**src/logic/tx_cfg_pkg.sv**
```systemverilog
package tx_cfg_pkg;

   // Register offsets from the settings base address
   typedef enum logic [7:0] {
      REG_PHASE_INC = 8'd0,   // NCO phase step per clock
      REG_SCALE     = 8'd1,   // {scale_i, scale_q}
      REG_INTERP    = 8'd2    // log2 of the interpolation rate in bits 2:0
   } tx_reg_e;

   // Configuration of the chain as held in the setting registers
   typedef struct packed {
      logic [31:0]        phase_inc;
      logic signed [15:0] scale_i;    // Q2.14, 0x4000 is unity
      logic signed [15:0] scale_q;    // Q2.14, 0x4000 is unity
      logic [2:0]         log_rate;   // Rates 1 to 16
   } tx_cfg_t;

   // One write cycle on the settings bus
   typedef struct packed {
      logic        stb;
      logic [7:0]  addr;
      logic [31:0] data;
   } set_bus_t;

endpackage

```
**src/logic/setting_reg.sv**
```systemverilog
`timescale 1ns/1ns

module setting_reg #(
   parameter int ADDR = 0
) (
   input  logic                 clk,
   input  logic                 rst,
   input  tx_cfg_pkg::set_bus_t set_i,
   output logic [31:0]          data_o
);

   logic hit;

   assign hit = set_i.stb && (set_i.addr == 8'(ADDR));   // Write aimed at this register

   always_ff @(posedge clk) begin
      if (rst) begin
         data_o <= '0;
      end else if (hit) begin
         data_o <= set_i.data;
      end
   end

endmodule

```
**config.mk**
```make
export PLATFORM = sky130hd
export DESIGN_NAME = setting_reg
export DESIGN_NICKNAME = d
export VERILOG_FILES = /design/src/logic/tx_cfg_pkg.sv /design/src/logic/setting_reg.sv
export SDC_FILE = /design/constraint.sdc
export NUM_CORES = 1
export LEC_CHECK = 0
export BUFFER_PORTS_ARGS = -buffer_cell sky130_fd_sc_hd__buf_2
export CAP_MARGIN = 20
export CORE_ASPECT_RATIO = 1.1
export CORE_MARGIN = 1
export CORE_UTILIZATION = 33
export DETAILED_ROUTE_END_ITERATION = 10
export PLACE_DENSITY_LB_ADDON = 0.2
export SETUP_SLACK_MARGIN = 0.4
export SLEW_MARGIN = 0
export SYNTH_ARGS = -nofsm -noshare
export SYNTH_HDL_FRONTEND = slang
export SYNTH_SLANG_ARGS = --single-unit
```
**constraint.sdc**
```tcl
create_clock -name clk -period 4.4 [get_ports clk]
set_input_delay 0.44 -clock clk [delete_from_list [all_inputs] [get_ports clk]]
set_output_delay 0.44 -clock clk [all_outputs]
set_load 0.01 [all_outputs]
```
==> impl_metrics.csv <==
group,metric,value,unit
status,status,"completed",
clock_network,cts_buffers,5,
sta,tns,0,ns
worst_setup_path,reg2reg_to,"data_o[14]$_SDFFE_PP0P_",
synthesis,syn-num-nets,184,
worst_setup_path,path_cells,"buf_2, or4b_4, nor4_4, buf_4, mux2i_1",
hold_path,hold_start,"set_i[11]",
cells_and_area,n_fill_cell,457,
global_routing,overflow,0,
cells_and_area,top_regs,"data_o (32)",
sta,slew_headroom,52.20,%
sta,post-route-period-util,41.89,%
floorplan,dieArea,4703,sq um
worst_setup_path,crit_path_max_incr_delay,0.54,ns
drt,detail_route.wl_per_cell,10.42,microns
global_routing,antenna_found_initial,0,
synthesis,synth_area,1463,sq um
placement,gp_congestion,0.6191,
sta,rsz0062_at_grt,"no",
global_routing,grt_pass1_wl,4567,microns
synthesis,synth_cell_types,8,
clock_network,clkTransAtPathRegs,0.06,ns
floorplan,die_y,71.83,microns
synthesis,ys_warn_count,0,
sta,fmax,542.5,MHz
synthesis,synth-seq-cells,32,
worst_setup_path,ff2ff_path_depth,2,
sta,whs,0.4211,ns
drt,drtIter0Drc,54,
worst_setup_path,r2r-start,"data_o[14]$_SDFFE_PP0P_",
floorplan,io_pins,75,
worst_setup_path,worst_path_max_delay_cell,"or4b_4",
synthesis,ys_top_cells_by_area,"dfxtp_1 44%, nand2b_1 27%, mux2i_1 22%, buf_6 2.3%, clkbuf_1 1.8%",
cells_and_area,stdcell_count,265,
power,vdd_drop_max,0.1230,mV
cells_and_area,regMostFlops,"data_o",
worst_setup_path,rrSetupSlack,3.81,ns
floorplan,core,4285,sq um
clock_network,clock_tree.root_cell,"clkbuf_8",
sta,fin_crit,1.843,ns
sta,final-setup-viol-count,0,
placement,io_buffers,74,
sta,final_max_slew_viol_count,0,
drt,postRouteAntennaNets,0,
clock_network,cts_resized,0,
worst_setup_path,start_kind,"input pin",
placement,dp.final_hpwl,1886,microns
synthesis,yosysTopAreaCell,"dfxtp_1",
cells_and_area,multiInputGateArea,762.0,sq um
worst_setup_path,worstSetupPathType,"input pin to register",
cells_and_area,largest_reg_flops,32,
cells_and_area,area_growth,31.05,%
cells_and_area,utilization,44.73,%
clock_network,cts_hold_buf,0,
cells_and_area,insertedDiodeCount,0,
worst_setup_path,cp.arrival,2.04,ns
drt,drc_errors,0,
placement,dp_cells,260,
synthesis,syn-mean-instance-area,10.37,sq um
clock_network,clock_path_buffers,2,
floorplan,die_w,65.48,microns
drt,wl,2760,microns
hold_path,hold_end,"data_o[11]$_SDFFE_PP0P_",
cells_and_area,fin_nets,256,
cells_and_area,seqCellArea,640.6,sq um
hold_path,worstHoldPathType,"input pin to register",
worst_setup_path,path_delay_family,"simple AND/OR/NAND/NOR gates",
placement,place_ws,2.269,ns
sta,worst_pin_slew,0.7170,ns
worst_setup_path,cp-end-kind,"register",
floorplan,start_util,34.13,%
clock_network,cts_htree_levels,2,
worst_setup_path,path_buf_inv,2,
synthesis,yosysSeqAreaShare,43.80,%
global_routing,grt_usage,12.52,%
clock_network,cts_tree,"done",
drt,num_vias,1135,
power,power_leakage,0.8306,nW
cells_and_area,drive_gt1_share,38.86,%
drt,viasPerCell,4.283,
sta,worst_slack,2.557,ns
hold_path,min_path_cells,3,
synthesis,yosys.area.top_type_share,43.80,%
floorplan,rows,25,
synthesis,syn_inst,141,
run,cap_violations,0,
sta,clock-skew-final,0,ns
clock_network,cts.sinks,32,
power,p_per_area,273.7,nW/um^2
clock_network,post-cts-setup-buffer-count,0,
global_routing,grt_pass1_vias,1083,
worst_setup_path,cp.required,4.60,ns
global_routing,grt_max_degree,65,
drt,dr.pass1.iters,4,
worst_setup_path,path_max_fanout,32,
sta,hold_viol,0,
clock_network,clock_latency,0.27,ns
==> worst reg2reg max path, cell delays in order, from the launching register on <==
cell	delay, ns
dfxtp_1	0.33
nand2b_1	0.06
mux2i_1	0.13
==> area by class of cell <==
type                    instances  share of cell area [%]
clock buffers                   5                   3.590
multi-input cells              99                   39.75
flip-flops and latches         32                   33.42
well taps                      54                   3.525
repair buffers                 75                   19.71
==> how the worst max path moves through the flow <==
stage / startpoint / to / slack (ns) / depth (start not counted)
final: set_i[36] / data_o[14]$_SDFFE_PP0P_ / 2.56 / 5
after global routing: set_i[36] / data_o[8]$_SDFFE_PP0P_ / 2.45 / 5
after CTS: set_i[36] / data_o[8]$_SDFFE_PP0P_ / 2.56 / 5
after detailed placement: set_i[36] / data_o[8]$_SDFFE_PP0P_ / 2.27 / 5
after global placement: set_i[36] / data_o[10]$_SDFFE_PP0P_ / 2.28 / 5
after floorplan: set_i[36] / data_o[0]$_SDFFE_PP0P_ / 2.58 / 4
==> through the flow <==
step / cell area [sq um] / total power, mW
floorplan: 1463 / 0.3187
global placement: 1848 / 0.3398
detailed placement: 1848 / 0.3395
CTS: 1917 / 0.5379
global route: 1917 / 0.5560
finish: 1917 / 0.5246
==> cells in the final DEF (no fill, tap or decap) <==
| master | count |
|---|---|
| buf_2 | 74 |
| nor4_4 | 1 |
| clkbuf_8 | 5 |
| nand2b_1 | 64 |
| buf_4 | 1 |
| dfxtp_1 | 32 |
| or4b_4 | 1 |
| mux2i_1 | 32 |
| or3_1 | 1 |
==> per-layer routing <==
metal	routed length (microns)	GRT usage (%)	share of wire [%]	up-vias
li1	-	-	-	593
met3	263	5.096	9.5	7
met1	1262	14.58	46	485
met2	1188	20.27	43	50
met5	0	0	0	-
met4	45	5.072	1.6	0
==> synthesized netlist by cell type <==
cell and n:
clkbuf_1 7, or4b_4 1, nand2b_1 64, or3_1 1, buf_6 3, dfxtp_1 32, mux2i_1 32, nor4_4 1
==> power by group <==
group | total [mW] | internal (mW) | switching, mW
logic | 0.0420 | 0.0263 | 0.0157
registers | 0.290 | 0.290 | 0.000172
clock network | 0.192 | 0.102 | 0.0907
==> logic make-up (layout without fill, tap and decap cells) <==
group         count (synthesis)  after routing  share of synthesized area [%]
buf+inv                      10             80                          4.106
flops                        32             32                          43.80
mux                          32             32                          21.90
simple gates                 67             67                          30.20
Note: power is estimated with default switching activity, not from simulation.
