File: config.mk
export PLATFORM = sky130hd
export DESIGN_NAME = interp_strober
export DESIGN_NICKNAME = d
export VERILOG_FILES = /design/src/logic/interp_strober.sv
export VERILOG_INCLUDE_DIRS = /design/src /design/src/logic
export SDC_FILE = /design/constraint.sdc
export NUM_CORES = 1
export LEC_CHECK = 0
export BUFFER_PORTS_ARGS = -buffer_cell sky130_fd_sc_hd__clkbuf_2
export CAP_MARGIN = 20
export CORE_AREA = 4 4 41 43
export CTS_BUF_LIST = sky130_fd_sc_hd__clkbuf_8
export DETAILED_ROUTE_END_ITERATION = 6
export DIE_AREA = 0 0 45 47
export SYNTH_ARGS = -nofsm -noshare
export SYNTH_HDL_FRONTEND = slang
export SYNTH_SLANG_ARGS = --single-unit
File: constraint.sdc
create_clock -name clk -period 3.83 [get_ports clk]
set_input_delay 0 -clock clk [delete_from_list [all_inputs] [get_ports clk]]
set_output_delay 0 -clock clk [all_outputs]
set_load 0.03 [all_outputs]
File: src/logic/tx_dsp_defines.svh
`ifndef TX_DSP_DEFINES_SVH
`define TX_DSP_DEFINES_SVH

// Settings bus base address of the transmit chain
`define TX_DSP_BASE 128

// Data path widths
`define TX_SAMPLE_W 16
`define TX_INT_W 18

// CIC interpolator
`define TX_CIC_N 3
`define TX_MAX_LOG_RATE 4

// CORDIC rotator
`define TX_CORDIC_STAGES 16

`endif

File: src/logic/interp_strober.sv
`timescale 1ns/1ns
`include "tx_dsp_defines.svh"

module interp_strober (
   input  logic       clk,
   input  logic       rst,
   input  logic       run_i,
   input  logic [2:0] log_rate_i,
   output logic       strobe_o
);

   localparam int CNT_W = `TX_MAX_LOG_RATE;

   logic [2:0]       log_rate_c;
   logic [CNT_W-1:0] reload;
   logic [CNT_W-1:0] count;

   // Rates above the CIC limit run at the limit
   assign log_rate_c = (log_rate_i > 3'(`TX_MAX_LOG_RATE)) ?
                       3'(`TX_MAX_LOG_RATE) : log_rate_i;
   assign reload = CNT_W'((1 << log_rate_c) - 1);   // Clocks between strobes minus one

   always_ff @(posedge clk) begin
      if (rst) begin
         count    <= '0;
         strobe_o <= 1'b0;
      end else if (!run_i) begin
         count    <= '0;      // Next run starts with a strobe
         strobe_o <= 1'b0;
      end else begin
         strobe_o <= (count == '0);
         if (count == '0) begin
            count <= reload;
         end else begin
            count <= count - 1'b1;
         end
      end
   end

endmodule

==> reports/results.tsv, run 1 <==
metric	value	unit
largest area contributor in the netlist	dfxtp_1	
DR WL/cell	9.26	µm
first-pass GRT wire length	786	µm
syn nets	32	
Reg clk slew, reported paths	30	ps
max_cap viols	0	
largest net degree at the start of global routing	6	
Setup crit start kind	flop	
setup TNS	0	ps
Adder-Cell Fraction of Synth Area	5.43	%
internal power	0.137	mW
Root Buffer	clkbuf_8	
Area contributors post-synth	dfxtp_1, a211oi_1, ha_1	
die height	47	µm
Cell Rows	13	
crit-path max FO	5	
min Tclk post-route	1400	ps
drt drc	0	
Final ANT Viol Nets	0	
CTS tree	yes	
clk sinks	5	
relative slew slack	85.2	%
GPL Wtd Cong	0.744	
Unique masters post-synth	15	
Synth Area in XOR/XNOR	0	%
hold slack final	110	ps
Syn Area/Cell	9.21	µm²
WL final	463	µm
WL met3	20	µm
via count	217	
status	finished clean	
Detail Route met2 WL	235	µm
CP arrival	1490	ps
Clock Skews	3.88	ps
Num CTS Buffers	3	
Top delay family on crit path	simple AND/OR/NAND/NOR gates	
fin crit share	36.5	%
mux cell area share after synthesis	0	%
CTS Hold Bufs	0	
Max Slew Vio Count	0	
Pleak	0.142	nW
measured slew at the worst slew-check pin	220	ps
Util after Layout	24.9	%
post-synthesis simple-gate area fraction	24.5	%
Setup violations, final	0	
proportion of power drawn by the clock network	52.8	%
# diodes	0	
Post-synth ARST share	0	%
die width	45	µm
EDFF count, synth	0	
Seq cells post-synth	5	
Reg2Reg Depth	5	
layout cells sized above 1	28.6	%
Compound-Gate Fraction of Synth Area	21.7	%
final net count	43	
full die area	2120	µm²
Required @ worst endpoint	3930	ps
global-route usage over all layers	5.93	%
Reg power frac	33.4	%
GR Overflow Total	0	
CP Buf/Inv Count	1	
Post-Syn Instances	25	
class of the worst hold path	input port to flop	
io pins	7	
placed cells	46	
uppermost layer routed	met4	
switching pwr	0.0405	mW
clk buf depth	2	
H-tree depth	1	
Metal-1 WL	192	µm
Port-buffer cells	6	
Starting Density	17.7	%
Setup Fix Bufs, Post-CTS	0	
top_reg_cell synth	dfxtp_1	
fmax	716	MHz
max incr delay on CP	430	ps
Hold Path Stages	3	
endpoint class of the critical path	flop	
Yosys Warn Count	0	
Crit-path slowest cell	or3b_4	
Layout area overhead	40.8	%
sequential share of the synthesized area	43.5	%
latest clock arrival within the worst-skew pair	220	ps
Post-Layout Cell Count	50	
PostCTS Resize Cnt	0	
pwr dens	549	nW/µm²
Logic pwr share	13.7	%
Syn Std Cell Area	230	µm²
Setup Slack @ Placement	2420	ps
initial antenna violation count	0	
Pre-antenna DRT Iters	2	
most frequent cells after synthesis	dfxtp_1, a211oi_1, inv_1	
Core Region	1300	µm²
top cell type's share of synthesized area	43.5	%
worst vdd ir	0.000195	V
number of global-route vias before repair	224	
Iteration-0 DRC Markers	1	
Post-DP HPWL	363	µm
RSZ-0062 raised after global routing	false	
final hold vios	0	
sw frac	22.7	%
Setup CP Type	flop to flop	
via density per instance	4.34	
critical-path cell list	inv_1 > ha_1 > or3b_4 > nor4_1 > a211oi_1	
CP Depth	5	
largest family of logic cells by synthesized area	simple AND/OR/NAND/NOR gates	
Final WS setup	2430	ps
most numerous cell in the Yosys netlist	dfxtp_1	
==> worst min-delay path: stages <==
cell and delay [ps]:
clkbuf_2 90, nor4_1 40, a211oi_1 150
==> routing by layer <==
layer	track usage, %	vias up
met5	0	-
met2	10.2	8
met1	4.10	95
met3	2.30	2
met4	8.77	0
li1	-	112
==> cells in the final DEF (no fill, tap or decap) <==
cell type,instances
inv_1,4
a31oi_1,1
or2b_1,1
or3b_4,1
clkbuf_2,6
nand2b_1,2
nor3_1,2
dfxtp_1,5
a21oi_1,1
nor2_1,1
nand3_1,1
clkbuf_8,3
nor4_1,1
a211oi_1,3
ha_1,1
a211o_1,1
o21bai_1,1
==> power by group through the flow <==
| stage | logic [mW] | clock network (mW) | registers (mW) |
|---|---|---|---|
| 3_3_place_gp | 0.0240 | 0 | 0.0602 |
| 2_1_floorplan | 0.0162 | 0 | 0.0610 |
| 6_report | 0.0244 | 0.0940 | 0.0595 |
| 3_5_place_dp | 0.0246 | 0 | 0.0602 |
| 4_1_cts | 0.0247 | 0.0970 | 0.0595 |
| 5_1_grt | 0.0274 | 0.103 | 0.0598 |
==> flip-flops by register name (all words and copies together) (netlist names) <==
| register | cells |
|---|---|
| strobe_o | 1 |
| count | 4 |
==> worst paths after layout <==
| path | start | to | slack, ps |
|---|---|---|---|
| worst min-delay path | log_rate_i[0] | count[0]$_SDFF_PP0_ | 110 |
| worst max-delay path | count[0]$_SDFF_PP0_ | count[0]$_SDFF_PP0_ | 2430 |
| worst max register to register | count[0]$_SDFF_PP0_ | count[0]$_SDFF_PP0_ | 2430 |
| worst min register to register | count[0]$_SDFF_PP0_ | count[0]$_SDFF_PP0_ | 500 |
==> cell type report <==
cell class              instances  area [µm²]
multi-input cells              17         119
clock inverters                 1        3.75
well taps                      15        18.8
flip-flops and latches          5         100
inverters                       3        11.3
fillers                       150         977
repair buffers                  6        30.0
clock buffers                   3        41.3
==> logic make-up (layout without fill, tap and decap cells) <==
kind of cell / Yosys count / count (layout)
DFF: 5 / 5
AOI/OAI and AO/OA: 7 / 7
adders and majority gates: 1 / 1
buffers and inverters: 3 / 13
and+or+nand+nor: 9 / 9
==> through the flow <==
stage	power (mW)	area (µm²)
detailed placement	0.0849	279
CTS	0.181	324
finish	0.178	324
global placement	0.0842	279
floorplan	0.0772	230
global route	0.190	324
Note: power is estimated with default switching activity, not from simulation.
==> run 2: changes to the inputs <==
Clock period 3.83 ns to 1.2 ns, I/O delays scaled along.
==> run 2 against run 1 <==
Net effect:
- the run now ends with negative setup slack left
- maximum frequency up 9.4%
- wire length rose by 10%
- clock power rose to 3.2 times the previous value
- critical path depth unchanged
==> reports/results.tsv, run 2 (synthesized netlist as in run 1, its figures left out) <==
metric	value	unit	change
status	finished with violations		
failing checks	negative setup slack		
setup TNS	-96.5	ps	-96.5 ps
Util after Layout	29.5	%	+4.6 points
biggest regs	count (4), strobe_o (1)		
Clock Skews	2.67	ps	-1.21 ps
full die area	2120	µm²	unchanged
Setup crit start kind	flop		
relative slew slack	85.6	%	+0.40 points
placed instance area	325	µm²	+17%
Setup Slack @ Placement	-133	ps	-2550 ps
CP arrival	1380	ps	-110 ps
Layout area overhead	66.8	%	
Max Slew Vio Count	0		unchanged
Cell Rows	13		unchanged
pwr dens	1580	nW/µm²	+190%
worst vdd ir	0.000710	V	+260%
Final WS setup	-76.7	ps	-2510 ps
# diodes	0		unchanged
die height	47	µm	unchanged
placed cells	49		+6.5%
Reg clk slew, reported paths	40	ps	about the same
Setup violations, final	2		+2
fmax	783	MHz	+9.4%
Port-buffer cells	6		unchanged
Num CTS Buffers	3		unchanged
via density per instance	4.37		+0.70%
fin crit share	106	%	+70 points
measured slew at the worst slew-check pin	214	ps	-5.83 ps
GPL Wtd Cong	0.799		+7.4%
endpoint class of the critical path	flop		
Starting Density	17.7	%	unchanged
initial antenna violation count	0		unchanged
max reg flops	4		unchanged
clk buf depth	2		unchanged
first-pass GRT wire length	724	µm	-7.9%
final hold vios	0		unchanged
hold slack final	109	ps	-1.66 ps
max_cap viols	0		unchanged
Required @ worst endpoint	1300	ps	-2630 ps
Iteration-0 DRC Markers	3		+2
via count	236		+8.8%
Pleak	0.166	nW	+17%
DR WL/cell	9.46	µm	+2.2%
latest clock arrival within the worst-skew pair	220	ps	about the same
RSZ-0062 raised after global routing	true		
most flop-heavy register	count		
most frequent cells in the layout	clkbuf_2, dfxtp_1, buf_4		
drt drc	0		unchanged
final net count	47		+9.3%
io pins	7		unchanged
WL final	511	µm	+10%
Final ANT Viol Nets	0		unchanged
H-tree depth	1		unchanged
CTS Hold Bufs	0		unchanged
most common cell after layout, fill and taps aside	clkbuf_2		
Core Region	1300	µm²	unchanged
class of the worst hold path	input port to flop		
Post-Layout Cell Count	54		+8.0%
Setup CP Type	flop to flop		
largest net degree at the start of global routing	6		unchanged
layout cells sized above 1	53.8	%	+25 points
clk sinks	5		unchanged
cell area after layout	384	µm²	+19%
min Tclk post-route	1280	ps	-120 ps
number of global-route vias before repair	211		-5.8%
overall power	0.608	mW	+240%
die width	45	µm	unchanged
crit-path max FO	5		unchanged
CTS tree	yes		
Root Buffer	clkbuf_8		
Pre-antenna DRT Iters	2		unchanged
global-route usage over all layers	5.29	%	-0.64 points
GR Overflow Total	0		unchanged
-- run 2: worst max-delay path, cell delays in order, from the launching register on --
cell      delay, ps
dfxtp_2         310
inv_2            60
ha_4            140
or3b_4          410
nor4_2          160
a211oi_1         60
-- run 2: power by group --
part / switching [mW] / internal, mW / total [mW]
Clock: 0.0851 / 0.219 / 0.305
Sequential: 0.00714 / 0.180 / 0.187
Combinational: 0.0545 / 0.0614 / 0.116
Total: 0.147 / 0.461 / 0.608
-- run 2: cell type report --
type	count	area [µm²]
sequential	5	101
multi-input combinational	17	148
inverter	3	11.3
tap	15	18.8
clock inverter	1	3.75
timing repair buffer	10	60.1
fill	138	917
clock buffer	3	41.3
-- run 2: timing repair --
action,CTS,global route
setup buffers,1,0
setup endpoints to repair,2,2
gates resized for setup,1,0
pin swaps,1,0
-- run 2: path summary, 6_finish.rpt --
kind         depth (start not counted)  slack (ps)             endpoint                 from
max                                  5         -80  count[0]$_SDFF_PP0_  count[0]$_SDFF_PP0_
min                                  3         110  count[1]$_SDFF_PP0_        log_rate_i[1]
max reg2reg                          5         -80  count[0]$_SDFF_PP0_  count[0]$_SDFF_PP0_
min reg2reg                          2         510  count[2]$_SDFF_PP0_  count[2]$_SDFF_PP0_
-- run 2: routing by layer --
| metal | up-vias | GRT usage [%] | share of wire (%) |
|---|---|---|---|
| li1 | 120 | - | - |
| met1 | 105 | 4.09 | 41 |
| met2 | 9 | 8.76 | 48 |
| met3 | 2 | 3.45 | 6.7 |
| met4 | 0 | 5.26 | 3.3 |
| met5 | - | 0 | 0 |
