===== src/logic/tx_dsp_defines.svh =====
`ifndef TX_DSP_DEFINES_SVH
`define TX_DSP_DEFINES_SVH

// Settings bus base address of the transmit chain
`define TX_DSP_BASE 128

// Data path widths
`define TX_SAMPLE_W 16
`define TX_INT_W 18

// CIC interpolator
`define TX_CIC_N 3
`define TX_MAX_LOG_RATE 4

// CORDIC rotator
`define TX_CORDIC_STAGES 16

`endif


===== src/logic/tx_sig_pkg.sv =====
`include "tx_dsp_defines.svh"

package tx_sig_pkg;

   // Baseband input word, I in the upper half
   typedef struct packed {
      logic signed [`TX_SAMPLE_W-1:0] i;
      logic signed [`TX_SAMPLE_W-1:0] q;
   } iq_sample_t;

   // Internal I/Q pair with two fractional bits below the sample LSB
   typedef struct packed {
      logic signed [`TX_INT_W-1:0] i;
      logic signed [`TX_INT_W-1:0] q;
   } iq_int_t;

   // Words for the two DAC channels
   typedef struct packed {
      logic [15:0] dac_a;   // From I
      logic [15:0] dac_b;   // From Q
   } dac_out_t;

endpackage


===== src/logic/cic_interp.sv =====
`timescale 1ns/1ns
`include "tx_dsp_defines.svh"

module cic_interp (
   input  logic                   clk,
   input  logic                   rst,
   input  logic                   run_i,
   input  logic                   strobe_i,
   input  logic [2:0]             log_rate_i,
   input  tx_sig_pkg::iq_sample_t sample_i,
   output tx_sig_pkg::iq_int_t    data_o
);

   localparam int N = `TX_CIC_N;
   localparam int W = `TX_INT_W + 3 * `TX_MAX_LOG_RATE;   // Room for rate^(N-1) growth
   localparam int FRAC_W = `TX_INT_W - `TX_SAMPLE_W;

   logic [2:0]          log_rate_c;
   logic [3:0]          shift;
   logic signed [W-1:0] x_in     [2];
   logic signed [W-1:0] stg_in   [2][N];   // Input of each comb stage
   logic signed [W-1:0] comb_out [2];
   logic signed [W-1:0] comb_dly [2][N];   // Previous input of each comb stage
   logic signed [W-1:0] comb_r   [2];
   logic                pulse_r;            // comb_r holds a fresh value
   logic signed [W-1:0] integ    [2][N];
   logic signed [W-1:0] shifted  [2];

   assign log_rate_c = (log_rate_i > 3'(`TX_MAX_LOG_RATE)) ?
                       3'(`TX_MAX_LOG_RATE) : log_rate_i;
   assign shift = {log_rate_c, 1'b0};   // Gain is rate squared

   // Sign extend and add the fractional zero bits
   assign x_in[0] = {{(W-`TX_INT_W){sample_i.i[`TX_SAMPLE_W-1]}}, sample_i.i, {FRAC_W{1'b0}}};
   assign x_in[1] = {{(W-`TX_INT_W){sample_i.q[`TX_SAMPLE_W-1]}}, sample_i.q, {FRAC_W{1'b0}}};

   always_comb begin
      logic signed [W-1:0] acc;
      for (int ch = 0; ch < 2; ch++) begin
         acc = x_in[ch];
         for (int k = 0; k < N; k++) begin
            stg_in[ch][k] = acc;
            acc = acc - comb_dly[ch][k];
         end
         comb_out[ch] = acc;
         shifted[ch] = integ[ch][N-1] >>> shift;   // Exact normalization for DC
      end
   end

   always_ff @(posedge clk) begin
      if (rst) begin
         pulse_r <= 1'b0;
         data_o  <= '0;
         for (int ch = 0; ch < 2; ch++) begin
            comb_r[ch] <= '0;
            for (int k = 0; k < N; k++) begin
               comb_dly[ch][k] <= '0;
               integ[ch][k]    <= '0;
            end
         end
      end else if (run_i) begin
         pulse_r <= strobe_i;
         for (int ch = 0; ch < 2; ch++) begin
            // Combs at the sample rate
            if (strobe_i) begin
               comb_r[ch] <= comb_out[ch];
               for (int k = 0; k < N; k++) begin
                  comb_dly[ch][k] <= stg_in[ch][k];
               end
            end
            // Zero stuffed into the first integrator between strobes
            integ[ch][0] <= integ[ch][0] + (pulse_r ? comb_r[ch] : {W{1'b0}});
            for (int k = 1; k < N; k++) begin
               integ[ch][k] <= integ[ch][k] + integ[ch][k-1];
            end
         end
         data_o.i <= shifted[0][`TX_INT_W-1:0];
         data_o.q <= shifted[1][`TX_INT_W-1:0];
      end
   end

endmodule


===== config.mk =====
export PLATFORM = sky130hd
export DESIGN_NAME = cic_interp
export DESIGN_NICKNAME = d
export VERILOG_FILES = /design/src/logic/tx_sig_pkg.sv /design/src/logic/cic_interp.sv
export VERILOG_INCLUDE_DIRS = /design/src /design/src/logic
export SDC_FILE = /design/constraint.sdc
export NUM_CORES = 1
export LEC_CHECK = 0
export ABC_CLOCK_PERIOD_IN_PS = 6500
export BUFFER_PORTS_ARGS = -buffer_cell sky130_fd_sc_hd__buf_4
export CAP_MARGIN = 0
export CORE_MARGIN = 2
export CORE_UTILIZATION = 40
export CTS_BUF_LIST = sky130_fd_sc_hd__clkbuf_4 sky130_fd_sc_hd__clkbuf_8 sky130_fd_sc_hd__clkbuf_16
export CTS_CLUSTER_SIZE = 30
export DETAILED_ROUTE_END_ITERATION = 16
export MAX_ROUTING_LAYER = met4
export SETUP_SLACK_MARGIN = 0.4
export SYNTH_ARGS = -nofsm -noshare
export SYNTH_HDL_FRONTEND = slang
export SYNTH_SLANG_ARGS = --single-unit
export TNS_END_PERCENT = 10

===== constraint.sdc =====
create_clock -name clk -period 6.5 [get_ports clk]
set_input_delay 1.625 -clock clk [delete_from_list [all_inputs] [get_ports clk]]
set_output_delay 1.625 -clock clk [all_outputs]
set_load 0.02 [all_outputs]

==> results.json <==
{
  "holdPathEnd": "data_o[2]",
  "die_width_um": 266.4,
  "gr-total-overflow": 0,
  "clockBufferDepth": 3,
  "met2_length_mm": 25.43,
  "min_path_type": "flip-flop to flip-flop",
  "hold-worst-slack_ns": 0.4575,
  "min-delay-start": "data_o[2]",
  "path_clk_slew_ns": 0.05,
  "synth_area_um2": 27540,
  "worst_hold_path.num_cells": 2,
  "grt_pass1_wl_mm": 96.39,
  "synth-simple-area-share_pct": 16.02,
  "final_cell_mix": "edfxtp_1 (332), buf_4 (287), ha_1 (278), nor2_1 (277), inv_1 (219)",
  "peakVddDrop_uv": 218.6,
  "rsz0062_at_grt": "yes",
  "synth_cell_types": 78,
  "endpoint_kind": "flip-flop",
  "tightest_slew_ns": 1.064,
  "skew_ns": 0.02527,
  "synth_seq_cells": 369,
  "syn_to_final_growth_pct": 18.38,
  "nFillCells": 6269,
  "dpl_cell_area_um2": 30550,
  "worstSetupPathType": "input pin to flip-flop",
  "hold_viol_final": 0,
  "start_kind": "input pin",
  "portBuffers": 74,
  "outcome": "complete, no violations",
  "synth_cells": 2864,
  "ys_warn_count": 0,
  "synth_top_family_by_area": "compound AO/OA/AOI/OAI gates",
  "r2r_end": "comb_r[0][55]",
  "highest_layer": "met4",
  "nets": 3451,
  "start_util_pct": 40.29,
  "die_area_um2": 70960,
  "reg2reg_depth": 27,
  "layout-drive-gt1-share_pct": 16.29,
  "ant_nets": 0,
  "synth_area_per_cell_um2": 9.615,
  "post-route-period-util_pct": 95.90,
  "maxCapViolCount": 0,
  "power_density_nw_per_um2": 333.3,
  "hpwl_mm": 42.36,
  "antenna_found_initial": 0,
  "drv_slew": 0,
  "max-slew-margin-rel_pct": 28.77,
  "yosysSeqAreaShare_pct": 38.89,
  "async_flop_share_pct": 0,
  "instances_no_fill": 4037,
  "drt-pass1-iter-count": 5,
  "crit_arrival_ns": 6.55,
  "crit_path_max_fanout": 4,
  "grt_max_degree": 123,
  "h-tree-depth": 2,
  "r2r_slack_ns": 1.05,
  "wl_met3_mm": 1.977,
  "die_h_um": 266.4,
  "num_io_pins": 75,
  "placed_cells": 3939,
  "gp_congestion": 0.8707,
  "clk_latency_ns": 0.59,
  "synthXorXnorAreaFrac_pct": 6.647,
  "core-area_um2": 68350,
  "seqPwrFrac_pct": 28.0,
  "seqCellArea_um2": 10710,
  "num_vias": 20560,
  "initialDrtViolationCount": 875,
  "via_per_inst": 5.092,
  "diodes": 0,
  "swShare_pct": 34.54,
  "synth_compound_area_share_pct": 17.23,
  "cts-root-buf": "clkbuf_16",
  "p_int_mw": 7.113,
  "grt_util_all_layers_pct": 16.54,
  "final-setup-viol-count": 0,
  "wl_met1_mm": 28.06,
  "drc_errors": 0,
  "cp_data_required_time_ns": 6.82,
  "grt_pass1_vias": 20390,
  "fmax_ghz": 0.1604,
  "timing.rr.start": "comb_dly[1][61]",
  "yosys.area_share.adder_pct": 13.69,
  "power_mw": 10.87,
  "wl_per_cell_um": 14.08,
  "power.switching_mw": 3.754,
  "cts_tree": "done",
  "p_clk_share_pct": 23.8,
  "final_area_um2": 32600,
  "synth-edff-count": 332,
  "fin_crit_ns": 6.233,
  "multiInputGateArea_um2": 16130,
  "p_leak_nw": 14.48,
  "wl_mm": 56.85,
  "muxShareOfSynthArea_pct": 3.244,
  "cts_hold_buffers": 0,
  "cts.sinks": 369,
  "layout_commonest_cell": "edfxtp_1",
  "pwr-share-comb_pct": 48.2,
  "cts_buffers": 46,
  "std_cell_rows": 96,
  "synthFlopType": "edfxtp_1"
}
[cell families (layout without fill, tap and decap cells)]
logic type               Yosys count  after routing
AO/OA/AOI/OAI                    732            732
other                              1              2
flip-flops                       369            369
buffers and inverters            312            602
multiplexers                      70             70
AND/OR/NAND/NOR                  877            877
adder cells (fa/ha/maj)          294            294
XOR/XNOR                         209            209
[worst max-delay path, stage by stage]
cell and delay [ns]:
buf_4 0.12, ha_1 0.33, a21oi_1 0.16, nor2_1 0.05
a211oi_1 0.32, a21o_1 0.18, inv_1 0.05, a21oi_1 0.14
o21bai_1 0.08, xor2_1 0.16, ha_1 0.35, a21oi_1 0.26
o22ai_4 0.11, o31ai_2 0.25, nand2b_1 0.12, a21boi_2 0.18
xnor2_1 0.16, ha_1 0.29, a21o_1 0.16, a21o_1 0.15
a21o_1 0.18, nor3_2 0.16, a211oi_2 0.12, a221o_1 0.32
a21o_1 0.17, a21oi_2 0.12, xor2_1 0.15, nor2_1 0.06
[state kept, by name, summed over array words and instances, names as in the netlist]
register,cells
comb_r,50
comb_dly,132
integ,150
data_o,36
pulse_r,1
[what timing repair did]
| item | in CTS | in global routing |
|---|---|---|
| setup endpoints to repair | 13 | 27 |
| gates resized for setup | 24 | 70 |
| pin swaps | 29 | 48 |
| endpoints found under the hold margin | 0 | 0 |
| buffers inserted | 9 | 4 |
[Yosys cell counts (all sizes together) (6+ instances only)]
| library cell | n | area share [%] |
|---|---|---|
| a211o | 7 | 0.22 |
| a211oi | 57 | 1.6 |
| a21boi | 15 | 0.41 |
| a21o | 132 | 3.6 |
| a21oi | 225 | 4.2 |
| a31oi | 24 | 0.55 |
| and2 | 190 | 4.3 |
| and3 | 31 | 0.70 |
| and4 | 8 | 0.25 |
| buf | 13 | 0.19 |
| clkbuf | 76 | 1.0 |
| dfxtp | 37 | 2.7 |
| edfxtp | 332 | 36 |
| fa | 12 | 0.87 |
| ha | 282 | 13 |
| inv | 223 | 3.0 |
| mux2i | 51 | 1.9 |
| mux4 | 15 | 1.2 |
| nand2 | 118 | 1.6 |
| nand2b | 36 | 0.82 |
| nand3 | 42 | 0.76 |
| nand3b | 8 | 0.22 |
| nand4 | 10 | 0.23 |
| nor2 | 283 | 3.9 |
| nor2b | 42 | 0.95 |
| nor3 | 64 | 1.2 |
| nor3b | 10 | 0.27 |
| o211ai | 14 | 0.38 |
| o21a | 28 | 0.76 |
| o21ai | 124 | 2.3 |
| o21bai | 31 | 0.85 |
| o31a | 6 | 0.19 |
| o31ai | 20 | 0.60 |
| or2 | 11 | 0.25 |
| or3 | 13 | 0.30 |
| xnor2 | 126 | 4.0 |
| xor2 | 83 | 2.6 |
[power groups by stage]
stage	logic, mW	clock network [mW]	registers, mW
2_1_floorplan	3.31	0	3.05
3_3_place_gp	4.78	0	3.08
3_5_place_dp	4.89	0	3.09
4_1_cts	5.01	2.66	3.04
5_1_grt	5.86	2.75	3.07
6_report	5.24	2.59	3.04
[stage by stage]
stage	utilization (%)	setup WS [ns]	TNS [ns]
2_1_floorplan	-	-0.3418	-0.4722
3_3_place_gp	44.70	-0.5216	-4.044
3_5_place_dp	44.70	-0.6195	-6.222
4_1_cts	47.21	0.1948	0
5_1_grt	47.70	-0.06536	-0.1504
6_report	47.70	0.2666	0
[metal layers]
| metal | vias up | GRT usage (%) |
|---|---|---|
| met4 | 0 | 4.950 |
| li1 | 10820 | - |
| met5 | - | - |
| met3 | 99 | 2.159 |
| met2 | 303 | 26.62 |
| met1 | 9339 | 21.79 |
[cell type report]
type	instances	share of cell area [%]
clock buffer	65	4.195
clock inverter	20	0.5719
inverter	223	2.637
multi-input combinational	2184	49.47
sequential	369	32.85
tap	882	3.385
timing repair buffer	294	6.889
[worst max path at each step]
stage                       from       endpoint  slack [ns]  depth (start not counted)
detailed placement  sample_i[16]  comb_r[0][27]       -0.62                         31
CTS                  sample_i[0]  comb_r[0][55]        0.19                         31
floorplan           sample_i[16]  comb_r[0][27]       -0.34                         31
finish               sample_i[3]  comb_r[0][55]        0.27                         28
global route        sample_i[16]  comb_r[0][27]       -0.07                         31
global placement    sample_i[16]  comb_r[0][27]       -0.52                         31
(Power assumes the default switching activity.)
